--- src/noc_consts.svh ---
`ifndef NOC_CONSTS_SVH
`define NOC_CONSTS_SVH

// Width of one mesh coordinate on the 4x4 grid
`define COORD_W 2

// Flit payload width
`define PAYLOAD_W 16

// Flit identifier codes
// One-hot, so a corrupted id never aliases a legal one
`define FLIT_HEADER  3'b001
`define FLIT_PAYLOAD 3'b010
`define FLIT_TAIL    3'b100

// Flit FIFO entries per input port
`define FIFO_DEPTH 8

`endif
--- src/nocRoute_pkg.sv ---
`include "noc_consts.svh"

package nocRoute_pkg;

  // Per-router LBDR configuration, loaded during reset
  // rxy bit order, LSB first: ne, nw, en, es, wn, ws, se, sw
  // cx bit order, LSB first: n, e, w, s
  // curAddr holds y above x, same as a flit's dstAddr
  typedef struct packed {
    logic [7:0]               rxy;
    logic [3:0]               cx;
    logic [2*`COORD_W-1:0]    curAddr;
  } routeCfg_t;

  // One bit per output port
  // Used both for route decisions and for per-port valid and hold
  typedef struct packed {
    logic north;
    logic east;
    logic west;
    logic south;
    logic localPort;
  } portSel_t;

endpackage

--- src/nocFlit_pkg.sv ---
`include "noc_consts.svh"

package nocFlit_pkg;

  // Flit identifier carried in the top bits of every flit
  typedef enum logic [2:0] {
    idHeader  = `FLIT_HEADER,
    idPayload = `FLIT_PAYLOAD,
    idTail    = `FLIT_TAIL
  } flitId_t;

  // Flit as it travels on the link and through the port
  // Address is y coordinate above x coordinate
  // Only the header's dstAddr is used for routing
  typedef struct packed {
    flitId_t                  flitId;
    logic [2*`COORD_W-1:0]    dstAddr;
    logic [`PAYLOAD_W-1:0]    payload;
  } flit_t;

endpackage

--- src/inputPortTop.sv ---
module inputPortTop (
  input  logic                    clk,
  input  logic                    rst,
  input  nocRoute_pkg::routeCfg_t cfgIn,
  input  nocFlit_pkg::flit_t      linkFlit,
  input  logic                    linkValid,
  output logic                    linkFull,
  input  nocRoute_pkg::portSel_t  portHold,
  output nocFlit_pkg::flit_t      outFlit,
  output nocRoute_pkg::portSel_t  outValid,
  output logic                    routeDrop,
  output logic                    framingDrop,
  output logic [7:0]              dropCount
);

  logic                   push;
  nocFlit_pkg::flit_t     wrFlit;
  logic                   pop;
  nocFlit_pkg::flit_t     headFlit;
  logic                   empty;
  nocRoute_pkg::portSel_t nextRoute;
  nocRoute_pkg::portSel_t route;

  // Link side, FIFO full goes straight out as link back-pressure
  linkReceiver linkReceiver_inst (
    .clk        (clk),
    .rst        (rst),
    .linkFlit   (linkFlit),
    .linkValid  (linkValid),
    .fifoFull   (linkFull),
    .push       (push),
    .wrFlit     (wrFlit),
    .framingDrop(framingDrop),
    .dropCount  (dropCount)
  );

  flitFifo #(.itemT(nocFlit_pkg::flit_t)) flitFifo_inst (
    .clk     (clk),
    .rst     (rst),
    .push    (push),
    .wrItem  (wrFlit),
    .pop     (pop),
    .headItem(headFlit),
    .empty   (empty),
    .full    (linkFull)
  );

  // Route unit and switch both look at the FIFO head
  lbdrRoute lbdrRoute_inst (
    .clk      (clk),
    .rst      (rst),
    .cfgIn    (cfgIn),
    .headFlit (headFlit),
    .empty    (empty),
    .pop      (pop),
    .nextRoute(nextRoute),
    .route    (route)
  );

  portSwitch portSwitch_inst (
    .clk      (clk),
    .rst      (rst),
    .headFlit (headFlit),
    .empty    (empty),
    .nextRoute(nextRoute),
    .route    (route),
    .portHold (portHold),
    .pop      (pop),
    .outFlit  (outFlit),
    .outValid (outValid),
    .routeDrop(routeDrop)
  );

endmodule

--- src/portSwitch.sv ---
module portSwitch (
  input  logic                   clk,
  input  logic                   rst,
  input  nocFlit_pkg::flit_t     headFlit,
  input  logic                   empty,
  input  nocRoute_pkg::portSel_t nextRoute,
  input  nocRoute_pkg::portSel_t route,
  input  nocRoute_pkg::portSel_t portHold,
  output logic                   pop,
  output nocFlit_pkg::flit_t     outFlit,
  output nocRoute_pkg::portSel_t outValid,
  output logic                   routeDrop
);

  nocRoute_pkg::portSel_t effRoute;
  logic                   isHeader;
  logic                   held;
  logic                   noRoute;

  assign isHeader = (headFlit.flitId == nocFlit_pkg::idHeader);

  // Header uses the route being computed now
  // Body flits use the one latched at their header
  assign effRoute = isHeader ? nextRoute : route;
  assign noRoute  = (effRoute == '0);

  // Back-pressure only from the port this flit wants
  assign held = |(effRoute & portHold);

  // A blocked route never matches a hold, so it drains
  assign pop = !empty && !held;

  // Output stage
  always_ff @(posedge clk) begin
    if (pop) begin
      outFlit <= headFlit;
    end
  end

  always_ff @(posedge clk) begin
    if (rst) begin
      outValid  <= '0;
      routeDrop <= 1'b0;
    end else begin
      outValid  <= pop ? effRoute : '0;
      // Discarded flit is flagged instead of leaving
      routeDrop <= pop && noRoute;
    end
  end

  outOneHot: assert property (@(posedge clk) disable iff (rst) $onehot0(outValid));

endmodule

--- src/lbdrRoute.sv ---
`include "noc_consts.svh"

module lbdrRoute (
  input  logic                   clk,
  input  logic                   rst,
  input  nocRoute_pkg::routeCfg_t cfgIn,
  input  nocFlit_pkg::flit_t     headFlit,
  input  logic                   empty,
  input  logic                   pop,
  output nocRoute_pkg::portSel_t nextRoute,
  output nocRoute_pkg::portSel_t route
);

  nocRoute_pkg::routeCfg_t cfg;
  logic [`COORD_W-1:0]     xCur;
  logic [`COORD_W-1:0]     yCur;
  logic [`COORD_W-1:0]     xDst;
  logic [`COORD_W-1:0]     yDst;
  logic                    goN;
  logic                    goE;
  logic                    goW;
  logic                    goS;
  logic                    headerPop;

  // Configuration is only taken while reset is held
  always_ff @(posedge clk) begin
    if (rst) begin
      cfg <= cfgIn;
    end
  end

  // Split addresses into mesh coordinates
  assign xCur = cfg.curAddr[`COORD_W-1:0];
  assign yCur = cfg.curAddr[2*`COORD_W-1:`COORD_W];
  assign xDst = headFlit.dstAddr[`COORD_W-1:0];
  assign yDst = headFlit.dstAddr[2*`COORD_W-1:`COORD_W];

  // Quadrant comparators
  // North is toward smaller y
  assign goN = yDst < yCur;
  assign goS = yCur < yDst;
  assign goE = xCur < xDst;
  assign goW = xDst < xCur;

  // LBDR port logic
  // Straight moves go alone, diagonal moves pick by the routing bits
  always_comb begin
    nextRoute.north = ((goN & ~goE & ~goW) | (goN & goE & cfg.rxy[0]) |
                       (goN & goW & cfg.rxy[1])) & cfg.cx[0];
    nextRoute.east  = ((goE & ~goN & ~goS) | (goE & goN & cfg.rxy[2]) |
                       (goE & goS & cfg.rxy[3])) & cfg.cx[1];
    nextRoute.west  = ((goW & ~goN & ~goS) | (goW & goN & cfg.rxy[4]) |
                       (goW & goS & cfg.rxy[5])) & cfg.cx[2];
    nextRoute.south = ((goS & ~goE & ~goW) | (goS & goE & cfg.rxy[6]) |
                       (goS & goW & cfg.rxy[7])) & cfg.cx[3];
    // Arrived, no link involved so no connectivity mask
    nextRoute.localPort = ~(goN | goS | goE | goW);
  end

  assign headerPop = pop && !empty && (headFlit.flitId == nocFlit_pkg::idHeader);

  // Route latched per packet
  // Held across payload, tail and empty gaps until the next header
  always_ff @(posedge clk) begin
    if (rst) begin
      route <= '0;
    end else if (headerPop) begin
      route <= nextRoute;
    end
  end

  // Holds only for configurations with consistent diagonal routing bits
  routeOneHot: assert property (@(posedge clk) disable iff (rst) $onehot0(route));

endmodule

--- src/linkReceiver.sv ---
module linkReceiver (
  input  logic               clk,
  input  logic               rst,
  input  nocFlit_pkg::flit_t linkFlit,
  input  logic               linkValid,
  input  logic               fifoFull,
  output logic               push,
  output nocFlit_pkg::flit_t wrFlit,
  output logic               framingDrop,
  output logic [7:0]         dropCount
);

  nocFlit_pkg::flit_t rxFlit;
  logic               rxValid;
  logic               pktOpen;
  logic               legal;

  // Link capture stage
  always_ff @(posedge clk) begin
    if (rst) begin
      rxValid <= 1'b0;
    end else begin
      rxValid <= linkValid;
    end
  end

  always_ff @(posedge clk) begin
    rxFlit <= linkFlit;
  end

  // Framing rule
  // Header opens a packet, payload and tail only inside one
  always_comb begin
    case (rxFlit.flitId)
      nocFlit_pkg::idHeader:  legal = !pktOpen;
      nocFlit_pkg::idPayload: legal = pktOpen;
      nocFlit_pkg::idTail:    legal = pktOpen;
      default:                legal = 1'b0;
    endcase
  end

  // Full is judged at push time, so a late flit is dropped instead of overflowing
  assign push        = rxValid && legal && !fifoFull;
  assign wrFlit      = rxFlit;
  // Illegal framing or no room in the FIFO
  assign framingDrop = rxValid && (!legal || fifoFull);

  // Packet state only moves on accepted flits
  // A stray header leaves the open packet open
  always_ff @(posedge clk) begin
    if (rst) begin
      pktOpen <= 1'b0;
    end else if (push) begin
      if (rxFlit.flitId == nocFlit_pkg::idHeader) begin
        pktOpen <= 1'b1;
      end else if (rxFlit.flitId == nocFlit_pkg::idTail) begin
        pktOpen <= 1'b0;
      end
    end
  end

  // Saturating drop counter
  always_ff @(posedge clk) begin
    if (rst) begin
      dropCount <= '0;
    end else if (framingDrop && dropCount != 8'hFF) begin
      dropCount <= dropCount + 1'b1;
    end
  end

  noPushOnDrop: assert property (@(posedge clk) disable iff (rst) !(push && framingDrop));

endmodule

--- src/flitFifo.sv ---
`include "noc_consts.svh"

module flitFifo #(
  parameter type itemT = nocFlit_pkg::flit_t,
  parameter int depth = `FIFO_DEPTH
) (
  input  logic clk,
  input  logic rst,
  input  logic push,
  input  itemT wrItem,
  input  logic pop,
  output itemT headItem,
  output logic empty,
  output logic full
);

  localparam int ptrW = (depth > 1) ? $clog2(depth) : 1;
  localparam int cntW = $clog2(depth + 1);

  itemT            mem [depth];
  logic [ptrW-1:0] wrPtr;
  logic [ptrW-1:0] rdPtr;
  logic [cntW-1:0] count;

  // Wraps at depth, so depth need not be a power of two
  function automatic logic [ptrW-1:0] nextPtr(input logic [ptrW-1:0] ptr);
    if (ptr == ptrW'(depth - 1)) begin
      return '0;
    end
    return ptr + 1'b1;
  endfunction

  // Fall-through head
  // An incoming item is visible at once when storage is empty
  assign headItem = (count == '0) ? wrItem : mem[rdPtr];
  assign empty    = (count == '0) && !push;
  assign full     = (count == cntW'(depth));

  // Storage array
  always_ff @(posedge clk) begin
    if (push) begin
      mem[wrPtr] <= wrItem;
    end
  end

  always_ff @(posedge clk) begin
    if (rst) begin
      wrPtr <= '0;
      rdPtr <= '0;
      count <= '0;
    end else begin
      if (push) begin
        wrPtr <= nextPtr(wrPtr);
      end
      if (pop) begin
        rdPtr <= nextPtr(rdPtr);
      end
      // Push and pop together leave the count unchanged
      case ({push, pop})
        2'b10:   count <= count + 1'b1;
        2'b01:   count <= count - 1'b1;
        default: count <= count;
      endcase
    end
  end

  // Producer must watch full, consumer must watch empty
  pushNotFull: assert property (@(posedge clk) disable iff (rst) push |-> !full);
  popNotEmpty: assert property (@(posedge clk) disable iff (rst) pop |-> !empty);

endmodule

--- config.mk ---
export PLATFORM = sky130hd
export DESIGN_NAME = inputPortTop
export DESIGN_NICKNAME = d
export VERILOG_FILES = /design/src/nocRoute_pkg.sv /design/src/nocFlit_pkg.sv /design/src/inputPortTop.sv /design/src/portSwitch.sv /design/src/lbdrRoute.sv /design/src/linkReceiver.sv /design/src/flitFifo.sv
export VERILOG_INCLUDE_DIRS = /design/src /design/src/src
export SDC_FILE = /design/constraint.sdc
export NUM_CORES = 1
export LEC_CHECK = 0
export BUFFER_PORTS_ARGS = -buffer_cell sky130_fd_sc_hd__buf_2
export CORE_ASPECT_RATIO = 0.8
export CORE_MARGIN = 5
export CORE_UTILIZATION = 37
export CTS_CLUSTER_SIZE = 28
export DETAILED_ROUTE_END_ITERATION = 16
export PLACE_DENSITY_LB_ADDON = 0.1
export SETUP_SLACK_MARGIN = 0.2
export SLEW_MARGIN = 25
export SYNTH_ARGS = -nofsm -noshare
export SYNTH_HDL_FRONTEND = slang
export SYNTH_SLANG_ARGS = --single-unit
--- constraint.sdc ---
create_clock -name clk -period 5.27 [get_ports clk]
set_input_delay 0.2635 -clock clk [delete_from_list [all_inputs] [get_ports clk]]
set_output_delay 0.2635 -clock clk [all_outputs]
set_load 0.005 [all_outputs]
Yosys cells after proc, flatten, opt, wreduce, memory -nomap -nowiden --
Memory sizes are Yosys's and may differ from the RTL's. A register that Yosys moved wholly into a read port is not among the register bits. Cells that the tools add are included.
Storage, ports and cells: register bits after elaboration 93, latch bits 0, bits in writable memories 184, memory bits (read-only) 0, input port bits 47, memories kept 1
Cells by class: $add $sub $neg 5, multiply operators 0, div/mod/pow operators 0, $lt $le $gt $ge 4, equal/unequal tests 10, shifts and indexed selects 0, multiplexer cells 20, bitwise gates (word level) 42, reduce and logical (&&, ||, !) cells 24
Memory list:
- flitFifo_inst.mem | depth 8, bits a word 23, rd ports 1, clocked after Yosys merged registers in 1, write ports 1, RTL line flitFifo.sv:20 | itemT mem [depth];
Operators by type and width (count):
- $and A1 B1 Y1 | 24
- $mux W23 | 1
- $mux W3 | 6
- $or A1 B1 Y1 | 11
- $mux W1 | 10
- $eq A3 B3 Y1 const B | 3
- $logic_and A1 B1 Y1 | 9
- $add A8 B1 Y8 const B | 1
- $lt A2 B2 Y1 | 4
- $ne A8 B8 Y1 const B | 1
- $pmux W4 S2 | 1
- $add A3 B1 Y3 const B | 2
- $eq A3 B1 Y1 const B | 2
- $logic_not A1 Y1 | 6
- $not A1 Y1 | 6
- $and A5 B5 Y5 | 1
- $logic_not A5 Y1 | 1
- $mux W5 | 1
- $reduce_or A5 Y1 | 1
- $add A4 B1 Y4 const B | 1
- $eq A4 B4 Y1 const B | 1
- $logic_not A4 Y1 | 1
- $reduce_bool A2 Y1 | 2
- $reduce_or A2 Y1 | 2
- 7 further kinds | 7

Logic depth before layout (Yosys ltp) --
Gate-level depths: netlist (run 1).
word-level depth 19, gate-level depth with buffers 24

Cells and area by module --
From an unflattened synthesis (run 1), not the netlist that was laid out.
Second synthesis, totals: cell total of the unflattened synthesis 605, area, all modules 10795.4 µm²
Modules (own cells, without submodules):
- flitFifo | instances 1, cells each 392, area each 7801.2 µm²
- linkReceiver | instances 1, cells each 86, area each 1019.7 µm²
- portSwitch | instances 1, cells each 56, area each 1017.2 µm²
- lbdrRoute | instances 1, cells each 71, area each 957.2 µm²

Worst setup path before layout (run 1) --
OpenSTA, ideal clock, no wires.
path type register to register, start register (tool-made name), end register flitFifo_inst.count[3], library setup time 0.071 ns, arrival time 5.233 ns, data required time 5.199 ns, setup slack -0.034 ns, stages on the path, launching flop included 25, buffers on the path 5, path through dfxtp_1 > buf_6 > buf_12 > clkbuf_1 > mux4_2 > mux2i_1 > o21a_1 > ha_1 > nor2b_1 > or2_2 > a311oi_1 > nand2_1 > mux2_1 > and4_1 > buf_4 > nand2b_2 > buf_6 > inv_4 > ha_1 > ha_1 > a21o_1 > a21oi_1 > xnor2_1 > or3_1 > a21oi_1
RTL lines:
- end signal: assignment | RTL line flitFifo.sv:60 | 2'b10: count <= count + 1'b1;
- end signal: assignment | RTL line flitFifo.sv:61 | 2'b01: count <= count - 1'b1;
- end signal: assignment | RTL line flitFifo.sv:62 | default: count <= count;
- end: declaration | RTL line flitFifo.sv:23 | logic [cntW-1:0] count;

==> results.md, run 1 <==
Route:
- The total DRC errors in the routed layout is 0.
- The routed layout has roughly 5700 vias.
- The routed length per instance is 19.8 um.
- The total wire length is roughly 23000 um.
- Using the TritonRoute via totals, the vias-per-cell ratio works out to approximately 5.0.
- After the first detailed-routing iteration, the DRC count stood at 255.
- The first-pass iteration count of the detailed router is 4.
- The number of nets still failing antenna checks after routing is 0.

Synthesis:
- For this run, the leading register cell type out of synthesis is sky130_fd_sc_hd__edfxtp_1.
- The register bit total from synthesis is 280.
- The cell count after synthesis came out at between 600 and 700.
- The number of enable-type register cells in the synthesized netlist is between 200 and 250.
- For this run, the number of Yosys warnings is 0.
- The mapped netlist covers between 10000 and 15000 um2.
- For this run, the register share of the synthesized area comes to around three quarters.
- Of all flip-flops after synthesis, the portion carrying an async set or reset was 0%.
- In this run, distinct cell masters in the synthesized netlist total 52.
- The mean area per synthesized cell is 17.7 um2.
- The synthesized net count is about 660.

Worst setup path:
- The master of the slowest instance on the critical path is sky130_fd_sc_hd__mux4_2.
- The critical path goes through clkbuf_4 -> mux4_2 -> mux2i_1 -> o21a_1 -> ha_1 -> nor2b_1 -> or2_2 -> a311oi_4 -> nand2_1 -> mux2_1 -> and4_2 -> nand2b_4 -> inv_4 -> ha_1 -> ha_1 -> a21o_1 -> a21oi_2 -> xnor2_1 -> or3_1 -> a21oi_1.
- The worst setup path is launched from a register.
- The arrival time of the worst setup path is 5.28 ns.
- The worst reg2reg path endpoint is flitFifo_inst.count[3].
- The maximum net fanout on the critical path is 9.
- The worst setup path is captured at a register.
- The register-to-register setup slack is 0.45 ns.
- The depth of the most critical reg-to-reg path is 20.
- Counting stages on the worst path, the most repeated cell is sky130_fd_sc_hd__ha_1.
- The critical path is of the reg -> reg type.
- The gate family responsible for the most delay along the worst path is simple AND/OR/NAND/NOR gates.
- Data on the critical path is required at its endpoint by between 5 and 6 ns.
- The number of buffer and inverter instances along the worst setup path is 2.
- The longest individual stage delay on the worst path is ~0.49 ns.

Place:
- The routability congestion estimate from global placement is roughly 0.8.
- Summed over all nets, the half-perimeter wirelength after detailed placement is ~13000 um.
- In this run the tool buffered the top-level ports with 85 buffer cells.

CTS:
- The CTS tree is yes.
- The clock insertion delay at the later pin of the skew report is about 0.54 ns.
- The CTS sink count is between 200 and 300.
- In this run the number of H-tree levels came out at 1.
- In this run the deepest clock path goes through 3 buffers.
- The clock root buffer master is sky130_fd_sc_hd__clkbuf_16.
- The CTS clock-pin slew for the worst setup and hold paths is around 0.060 ns.
- The total CTS buffers is 30.

Global route:
- In the global route stage, met2 resource usage came out at a little under a quarter.
- Entering global routing, the biggest net connects between 50 and 60 pins.
- The global-route track usage on met3 is under 10%.
- The aggregate global routing overflow is 0.
- The global routing stage identified its most utilized layer as met2.
- Global routing used between 10% and 20% of the available met1 tracks.
- The first global-routing pass estimated 35000 um of wire.
- The number of antenna violations at the first check in global routing came to 0.
- The overall fraction of global-route tracks in use is between 10% and 20%.
- The via count of the first global-routing pass came to roughly 6000.

Worst hold path:
- Along the worst hold path, the cell count comes to 4.
- The worst hold path terminates at lbdrRoute_inst.route[2].
- The worst min-delay path category is in -> reg.
- The worst min-delay path startpoint is portHold[2].

Cells and area:
- The fraction of the core area covered by cells at the end of the flow is a little under half.
- From synthesis to final layout, the design area changed by 22.9%.
- The final net count is approximately 810.
- The fraction of layout instances using a drive strength above 1 is between 20 and 30%.
- The number of antenna cells inserted is 0.

Floorplanning:
- The floorplan has 55 rows.
- The I/O pin count is between 80 and 90.
- The floorplan step set the die width to 200 um.
- The initial core utilization is a little under two fifths.
- The floorplan step defined a die boundary enclosing about 32000 um2.
- The overall die height is 162 um.
- The area of the core region is about 28000 um2.

STA:
- The final worst hold slack is around 0.21 ns.
- Setup violations remaining at the end of the flow were counted as 0.
- Summed over all failing endpoints, the final setup total negative slack is 0 ns.
- The setup clock skew after layout is ~0.012 ns.
- The number of hold violations in the final report is 0.
- Setup repair after global routing left no endpoint under its margin.
- The max-slew headroom at the worst pin is around a third.
- The clock period could shrink to 4.82 ns.
- Based on the critical path, the design can be clocked at up to about 210 MHz.
- The number of max-slew violations in the final report is 0.
- At the pin with the least slew margin, the transition time is slightly below 1 ns.
- The ratio of final minimum period to clock period is between 90% and 100%.

Flow run:
- The tool flagged a number of max-cap violations equal to 0.

Power:
- Dividing total power by cell area gives a power density of about 500 nW/um2.
- The leakage power summed over all cells is 4.56 nW.
- The completed layout was analyzed and its total power is between 0.006 and 0.007 W.
- The worst-case IR drop observed on VDD is roughly 0.23 mV.

Status:
- The flow ran to the end, and the final reports show no timing, DRC or antenna violations.
flip-flops by register name, indices dropped and copies added (netlist names), named ones only:
signal,cells
flitFifo_inst.mem,184
linkReceiver_inst.wrFlit,23
portSwitch_inst.outFlit,23
lbdrRoute_inst.cfg,16
linkReceiver_inst.dropCount,8
lbdrRoute_inst.route,5
portSwitch_inst.outValid,5
flitFifo_inst.count,4
flitFifo_inst.rdPtr,3
flitFifo_inst.wrPtr,3
linkReceiver_inst.pktOpen,1
linkReceiver_inst.rxValid,1
portSwitch_inst.routeDrop,1
power by group:
| group | internal [W] | switching (W) | leakage [nW] | total, W |
|---|---|---|---|---|
| Combinational | 0.000715 | 0.000893 | 1.54 | 0.00161 |
| Sequential | 0.00263 | 0.000121 | 2.51 | 0.00275 |
| Clock | 0.00134 | 0.000807 | 0.502 | 0.00215 |
synth_stat cells (2+ instances only):
| master | instances | share of area, % |
|---|---|---|
| sky130_fd_sc_hd__mux4_2 | 44 | 9.3 |
| sky130_fd_sc_hd__mux2_4 | 2 | 0.28 |
| sky130_fd_sc_hd__nor2b_1 | 6 | 0.35 |
| sky130_fd_sc_hd__o21ai_0 | 29 | 1.4 |
| sky130_fd_sc_hd__and3_1 | 3 | 0.18 |
| sky130_fd_sc_hd__clkbuf_1 | 15 | 0.53 |
| sky130_fd_sc_hd__nand2b_1 | 3 | 0.18 |
| sky130_fd_sc_hd__o21ai_1 | 2 | 0.094 |
| sky130_fd_sc_hd__a31oi_1 | 5 | 0.29 |
| sky130_fd_sc_hd__nor4b_1 | 3 | 0.25 |
| sky130_fd_sc_hd__mux2i_1 | 34 | 3.2 |
| sky130_fd_sc_hd__a21oi_1 | 14 | 0.66 |
| sky130_fd_sc_hd__nor4_1 | 3 | 0.18 |
| sky130_fd_sc_hd__nand4_1 | 4 | 0.23 |
| sky130_fd_sc_hd__or3_1 | 2 | 0.12 |
| sky130_fd_sc_hd__dfxtp_1 | 57 | 11 |
| sky130_fd_sc_hd__and4_1 | 3 | 0.25 |
| sky130_fd_sc_hd__nor2_1 | 24 | 0.85 |
| sky130_fd_sc_hd__o21a_1 | 2 | 0.14 |
| sky130_fd_sc_hd__nor3b_1 | 4 | 0.28 |
| sky130_fd_sc_hd__a21o_1 | 2 | 0.14 |
| sky130_fd_sc_hd__xor2_1 | 9 | 0.74 |
| sky130_fd_sc_hd__nor3_1 | 12 | 0.56 |
| sky130_fd_sc_hd__nand2_1 | 32 | 1.1 |
| sky130_fd_sc_hd__ha_1 | 12 | 1.4 |
| sky130_fd_sc_hd__buf_1 | 6 | 0.21 |
| sky130_fd_sc_hd__o31ai_1 | 7 | 0.49 |
| sky130_fd_sc_hd__buf_6 | 2 | 0.21 |
| sky130_fd_sc_hd__nand3_1 | 6 | 0.28 |
| sky130_fd_sc_hd__inv_1 | 11 | 0.39 |
| sky130_fd_sc_hd__xnor2_1 | 2 | 0.16 |
| sky130_fd_sc_hd__edfxtp_1 | 223 | 63 |
stage by stage:
stage          area [um2]  instances  setup WS (ns)
2_1_floorplan       10700        603          0.229
3_3_place_gp        11600       1051          0.360
3_5_place_dp        11600       1051          0.211
4_1_cts             13000       1147          0.217
5_1_grt             13100       1148          0.212
6_report            13100       1148          0.451
area by class of cell:
| cell class | instances | area (um2) |
|---|---|---|
| multi-input cells | 285 | 2730 |
| clock inverters | 16 | 196 |
| inverters | 12 | 47.5 |
| well taps | 370 | 463 |
| flip-flops and latches | 280 | 7850 |
| repair buffers | 145 | 987 |
| clock buffers | 40 | 830 |
| fillers | 2483 | 15300 |
layout by cell type, fill, tap and decap left out, types with 3 or more instances in the layout:
cell type	Yosys	layout
sky130_fd_sc_hd__clkbuf_1	15	7
sky130_fd_sc_hd__o21ai_1	2	3
sky130_fd_sc_hd__mux2i_1	34	34
sky130_fd_sc_hd__nor2b_1	6	5
sky130_fd_sc_hd__dlygate4sd3_1	0	40
sky130_fd_sc_hd__nand4_1	4	4
sky130_fd_sc_hd__ha_1	12	12
sky130_fd_sc_hd__a31oi_1	5	5
sky130_fd_sc_hd__clkinv_2	0	4
sky130_fd_sc_hd__nand3_1	6	6
sky130_fd_sc_hd__nor3_1	12	9
sky130_fd_sc_hd__bufinv_16	0	5
sky130_fd_sc_hd__nand2b_1	3	3
sky130_fd_sc_hd__nor3_2	0	3
sky130_fd_sc_hd__nor2_1	24	23
sky130_fd_sc_hd__xor2_1	9	9
sky130_fd_sc_hd__nor3b_2	1	3
sky130_fd_sc_hd__inv_1	11	11
sky130_fd_sc_hd__o21ai_0	29	28
sky130_fd_sc_hd__dfxtp_1	57	55
sky130_fd_sc_hd__buf_2	1	85
sky130_fd_sc_hd__a21oi_1	14	13
sky130_fd_sc_hd__and3_1	3	3
sky130_fd_sc_hd__buf_4	1	17
sky130_fd_sc_hd__o31ai_1	7	7
sky130_fd_sc_hd__clkinv_1	0	7
sky130_fd_sc_hd__nand2_1	32	32
sky130_fd_sc_hd__mux4_2	44	44
sky130_fd_sc_hd__edfxtp_1	223	223
sky130_fd_sc_hd__clkbuf_16	0	31
worst register-to-register path, cell delays in order (launching register included):
cell and delay, ns:
sky130_fd_sc_hd__dfxtp_4 0.41, sky130_fd_sc_hd__clkbuf_4 0.21, sky130_fd_sc_hd__mux4_2 0.49, sky130_fd_sc_hd__mux2i_1 0.14, sky130_fd_sc_hd__o21a_1 0.15, sky130_fd_sc_hd__ha_1 0.24, sky130_fd_sc_hd__nor2b_1 0.17, sky130_fd_sc_hd__or2_2 0.32
sky130_fd_sc_hd__a311oi_4 0.39, sky130_fd_sc_hd__nand2_1 0.09, sky130_fd_sc_hd__mux2_1 0.30, sky130_fd_sc_hd__and4_2 0.24, sky130_fd_sc_hd__nand2b_4 0.16, sky130_fd_sc_hd__inv_4 0.04, sky130_fd_sc_hd__ha_1 0.21, sky130_fd_sc_hd__ha_1 0.28
sky130_fd_sc_hd__a21o_1 0.20, sky130_fd_sc_hd__a21oi_2 0.15, sky130_fd_sc_hd__xnor2_1 0.08, sky130_fd_sc_hd__or3_1 0.31, sky130_fd_sc_hd__a21oi_1 0.15
worst max-delay path by stage:
stage | from | endpoint | cells after the start
global placement | register | flitFifo_inst.count[3] | 20
global route | register | flitFifo_inst.count[3] | 17
floorplan | register | flitFifo_inst.count[3] | 24
detailed placement | register | flitFifo_inst.count[3] | 20
finish | register | flitFifo_inst.count[3] | 20
CTS | register | flitFifo_inst.count[3] | 20
repair_timing:
action,4_1_cts,5_1_grt
hold endpoints to repair,40,0
pin swaps,0,1
setup endpoints to repair,1,1
resized for setup,1,12
setup buffers,0,1
hold buffers,40,0
per-layer routing:
metal  share of wire (%)  wire [um]
met5                   0          0
met3                 4.1        934
met1                  45      10300
met4                 1.8        414
met2                  49      11100
kinds of logic after synthesis:
kind of cell | share of synthesized area [%]
AO/OA/AOI/OAI | 4.03
XOR/XNOR | 0.904
adder cells (fa/ha/maj) | 1.60
buffers and inverters | 1.70
flip-flops | 73.5
multiplexers | 13.0
AND/OR/NAND/NOR | 5.26
No activity file was read; power rests on OpenSTA's default activity.
==> inputs of run 2 (changes only) <==
--- a/config.mk
+++ b/config.mk
@@ -6,6 +6,7 @@
 export SDC_FILE = /design/constraint.sdc
 export NUM_CORES = 1
 export LEC_CHECK = 0
+export ABC_AREA = 1
 export BUFFER_PORTS_ARGS = -buffer_cell sky130_fd_sc_hd__buf_2
 export CORE_ASPECT_RATIO = 0.8
 export CORE_MARGIN = 5
==> run 2 against run 1 <==
Die area rose by 1.3%. Worst setup slack improved by 0.30 ns. Wire length rose by 14%. Sequential cell count did not move. Register-to-register slack improved by 0.30 ns.
==> results.md, run 2 <==
Status:
- The run finished with clean final reports.

Synthesis:
- The summed instance area of the synthesized netlist is 10800 um2.
- The mean area per synthesized cell is between 10 and 15 um2.
- The Yosys step of the flow raised 0 warnings.
- The main flop type after synthesis is sky130_fd_sc_hd__edfxtp_1.
- The cell type with the largest total area after synthesis is sky130_fd_sc_hd__edfxtp_1.
- In the synthesized netlist the async set-or-reset flop fraction comes to 0%.
- The sequential area share after synthesis is 72.5%.
- Yosys attributes the largest share of cell area to sky130_fd_sc_hd__edfxtp_1, sky130_fd_sc_hd__dfxtp_1, sky130_fd_sc_hd__nor2_1, sky130_fd_sc_hd__o21ai_0, sky130_fd_sc_hd__nand2_1.
- Yosys mapped a number of flops with a built-in enable equal to about 220.
- Counting every instance in the synthesized netlist gives around 880.
- The most instantiated library cell after synthesis is sky130_fd_sc_hd__edfxtp_1.
- The number of distinct library cells after synthesis is 35.
- By count the netlist is led by sky130_fd_sc_hd__edfxtp_1, sky130_fd_sc_hd__nor2_1, sky130_fd_sc_hd__nand2_1.
- The synthesized net count is approximately 940.
- The register bit total from synthesis is 280.
- Summed over its instances, the top area cell type makes up between 60% and 70% of the synthesized netlist area.

Floorplanning:
- In this run the standard cell core region covers ~29000 um2.
- The floorplan step defined a die boundary enclosing 32700 um2.
- For this configuration, the core starts out at a cell density of between 30% and 40%.
- Measured along the y axis, the die boundary spans approximately 160 um.
- The width of the chip is 201 um.
- The floorplan row count is between 50 and 60.
- The I/O pin count is 86.

CTS:
- The H-tree depth is 1.
- The clock insertion delay at the later pin of the skew report is 0.55 ns.
- In this run, post-CTS hold repair placed 40 buffers.
- TritonCTS created 29 clock buffers.
- The setup fix buffers added after clock tree synthesis is 0.
- Post-CTS repair changed the size of 0 cells.
- TritonCTS built the clock tree.
- Clock tree synthesis selected as its root buffer the cell sky130_fd_sc_hd__clkbuf_16.
- The CTS clock-pin slew for the worst setup and hold paths is about 0.060 ns.
- Clock tree synthesis found a total of 280 sinks.
- The number of buffers between clock root and the deepest sink is 3.

Worst setup path:
- In this run the critical register-to-register path is captured at flitFifo_inst.count[3].
- Along the worst path, the maximum fanout reaches 30.
- Data on the critical path arrives at its endpoint at ~5 ns.
- Broken down by cell family, the worst path's largest delay share belongs to simple AND/OR/NAND/NOR gates.
- The number of buffer and inverter instances along the worst setup path is 5.
- The type of the worst setup path is reg -> reg.
- For the worst setup path, the data required time is ~5.7 ns.
- The slowest stage of the critical path is the sky130_fd_sc_hd__inv_2 cell.
- STA classifies the critical path endpoint as a register.
- The worst setup path is launched from a register.
- The register-to-register setup slack is 0.75 ns.
- In this design, the stage delay of the slowest critical-path cell is between 0.3 and 0.4 ns.
- The depth of the most critical reg-to-reg path is 30.
- The critical path capture point is flitFifo_inst.count[3].
- In this design, the critical path's most frequently occurring cell is sky130_fd_sc_hd__nand2_1.
- The number of stages on the worst setup path is 30.

STA:
- Setup repair after global routing left no endpoint under its margin.
- The transition time at the pin with the least slew margin is approximately 0.66 ns.
- The setup-violating endpoint count in the final report is 0.
- The ratio of final minimum period to clock period is between 80% and 90%.
- The number of max-slew violations in the final report is 0.
- Adding up every negative setup slack in the final design gives 0 ns.
- The number of hold violations in the final report was 0.
- The smallest clock period supported by the final layout is computed as 4.52 ns.
- Across the routed clock network, the largest skew measured is around 0.0095 ns.
- For this run, the top clock speed supported by timing is between 200 and 250 MHz.
- The max-slew headroom at the worst pin is a little under three fifths.

Cells and area:
- In the layout the commonest cells are sky130_fd_sc_hd__edfxtp_1, sky130_fd_sc_hd__nor2_1, sky130_fd_sc_hd__nand2_1, sky130_fd_sc_hd__o21ai_0, sky130_fd_sc_hd__buf_2.
- The fraction of layout instances using a drive strength above 1 is 18.3%.
- The number of flip-flops under the largest register name is around 180.
- Once layout is complete, the utilization of the core stands at roughly 45%.
- The final net count is 1076.
- The area added between synthesis and finish is 21.3%.
- The filler cells instantiated in the layout total 2665.
- Ranked by flip-flop count, first place goes to flitFifo_inst.mem.
- The number of antenna cells inserted is 0.
- In the final layout, flip-flops and latches occupy 7840 um2.
- Leaving out filler cells and counting taps, the final layout contains around 1400.
- The leading cell type in the layout, fill and taps excluded is sky130_fd_sc_hd__edfxtp_1.
- The area used by multi-input combinational logic is approximately 2600 um2.

Global route:
- The via count of the first global-routing pass was about 7000.
- Summed over all layers, the global routing overflow is 0.
- The first global-routing pass estimated 40900 um of wire.
- The number of antenna violations at the first check in global routing is 0.
- The overall fraction of global-route tracks in use is 15.9%.
- Entering global routing, the biggest net connects 57 pins.

Place:
- The routability congestion estimate from global placement is between 0.8 and 0.9.
- In this run, placement finished with an instance count of about 1300.
- The post-detailed-placement half-perimeter wirelength is roughly 15000 um.
- Input and output buffers added on the ports amount to 85.

Route:
- The routed layout has 6979 vias.
- The detailed router finished its first iteration with 396 violations.
- The first detailed-routing pass ran for 8 iterations.
- In the final routed layout, each cell accounts on average for roughly 18 um.
- The total DRC errors in the routed layout is 0.
- After detailed routing, the number of vias per cell comes to 4.93.
- After detailed routing, the total wire length is roughly 26000 um.
- The count of nets left with antenna violations once routing finished came out at 0.

Power:
- The largest vdd supply drop is around 0.31 mV.
- The design draws between 0.006 and 0.007 W.
- In this run the power density over the cells is between 500 and 600 nW/um2.
- Summed over all cells, the static leakage comes to around 4.9 nW.

Flow run:
- The count of max-cap constraint violations is 0.

Worst hold path:
- The min-delay analysis places its worst path in the category in -> reg.
[run 2: cell count changes in the layout (fill, tap and decap cells not counted), moves of 13 or more]
cell	before	now
sky130_fd_sc_hd__nor2_1	23	118
sky130_fd_sc_hd__nor2_2	1	14
sky130_fd_sc_hd__nand3_1	6	47
sky130_fd_sc_hd__mux4_2	44	0
sky130_fd_sc_hd__o221ai_1	0	44
sky130_fd_sc_hd__o21ai_0	28	93
sky130_fd_sc_hd__mux2i_1	34	0
sky130_fd_sc_hd__nand2_1	32	104
sky130_fd_sc_hd__inv_1	11	63
[run 2: layout make-up]
class                   count  area share, %
flip-flops and latches    280           59.8
multi-input cells         489           19.5
repair buffers            146           7.50
clock buffers              41           6.41
well taps                 377           3.60
inverters                  70           2.02
clock inverters            13           1.12
[run 2: cell families after synthesis]
logic type | share of synthesized area, %
simple gates | 12.4
flops | 72.5
compound gates | 9.52
buf+inv | 3.95
fa+ha+maj | 1.57
xor+xnor | 0.0811
[run 2: power breakdown]
group / leakage, nW / internal [W] / switching (W)
clock: 0.490 / 0.00126 / 0.000838
sequential: 2.50 / 0.00265 / 0.0000787
combinational: 1.90 / 0.000591 / 0.00130
[run 2: metal layers]
metal	vias up	share of wire [%]	track usage [%]
li1	3406	-	-
met1	3390	50	23.5
met2	147	43	24.6
met3	36	4.4	2.93
met4	0	1.9	3.56
met5	-	0	0
[run 2: worst min-delay path by stage]
stage,depth (start not counted),slack [ns],startpoint,endpoint
2_1_floorplan,0,0.29,linkFlit[0],linkReceiver_inst.wrFlit[0]
3_3_place_gp,1,0.37,linkFlit[5],linkReceiver_inst.wrFlit[5]
3_5_place_dp,1,0.37,linkFlit[3],linkReceiver_inst.wrFlit[3]
4_1_cts,3,0.19,rst,linkReceiver_inst.rxValid
5_1_grt,3,0.23,rst,flitFifo_inst.count[1]
6_report,3,0.22,rst,flitFifo_inst.count[1]
[run 2: worst reg2reg max path: cells and delay by family, from the launching register on]
kind | cells | cell delay, ns
and+or+nand+nor | 15 | 1.38
AOI/OAI and AO/OA | 7 | 1.03
buffers and inverters | 5 | 0.96
adders and majority gates | 3 | 0.73
DFF | 1 | 0.33
[run 2: stage by stage]
stage          hold slack (ns)  setup slack, ns  instance area, um2
3_3_place_gp             0.366            0.893               11700
4_1_cts                  0.193            0.745               13100
3_5_place_dp             0.367            0.765               11700
5_1_grt                  0.226            0.228               13100
2_1_floorplan            0.291             1.07               10800
6_report                 0.219            0.752               13100
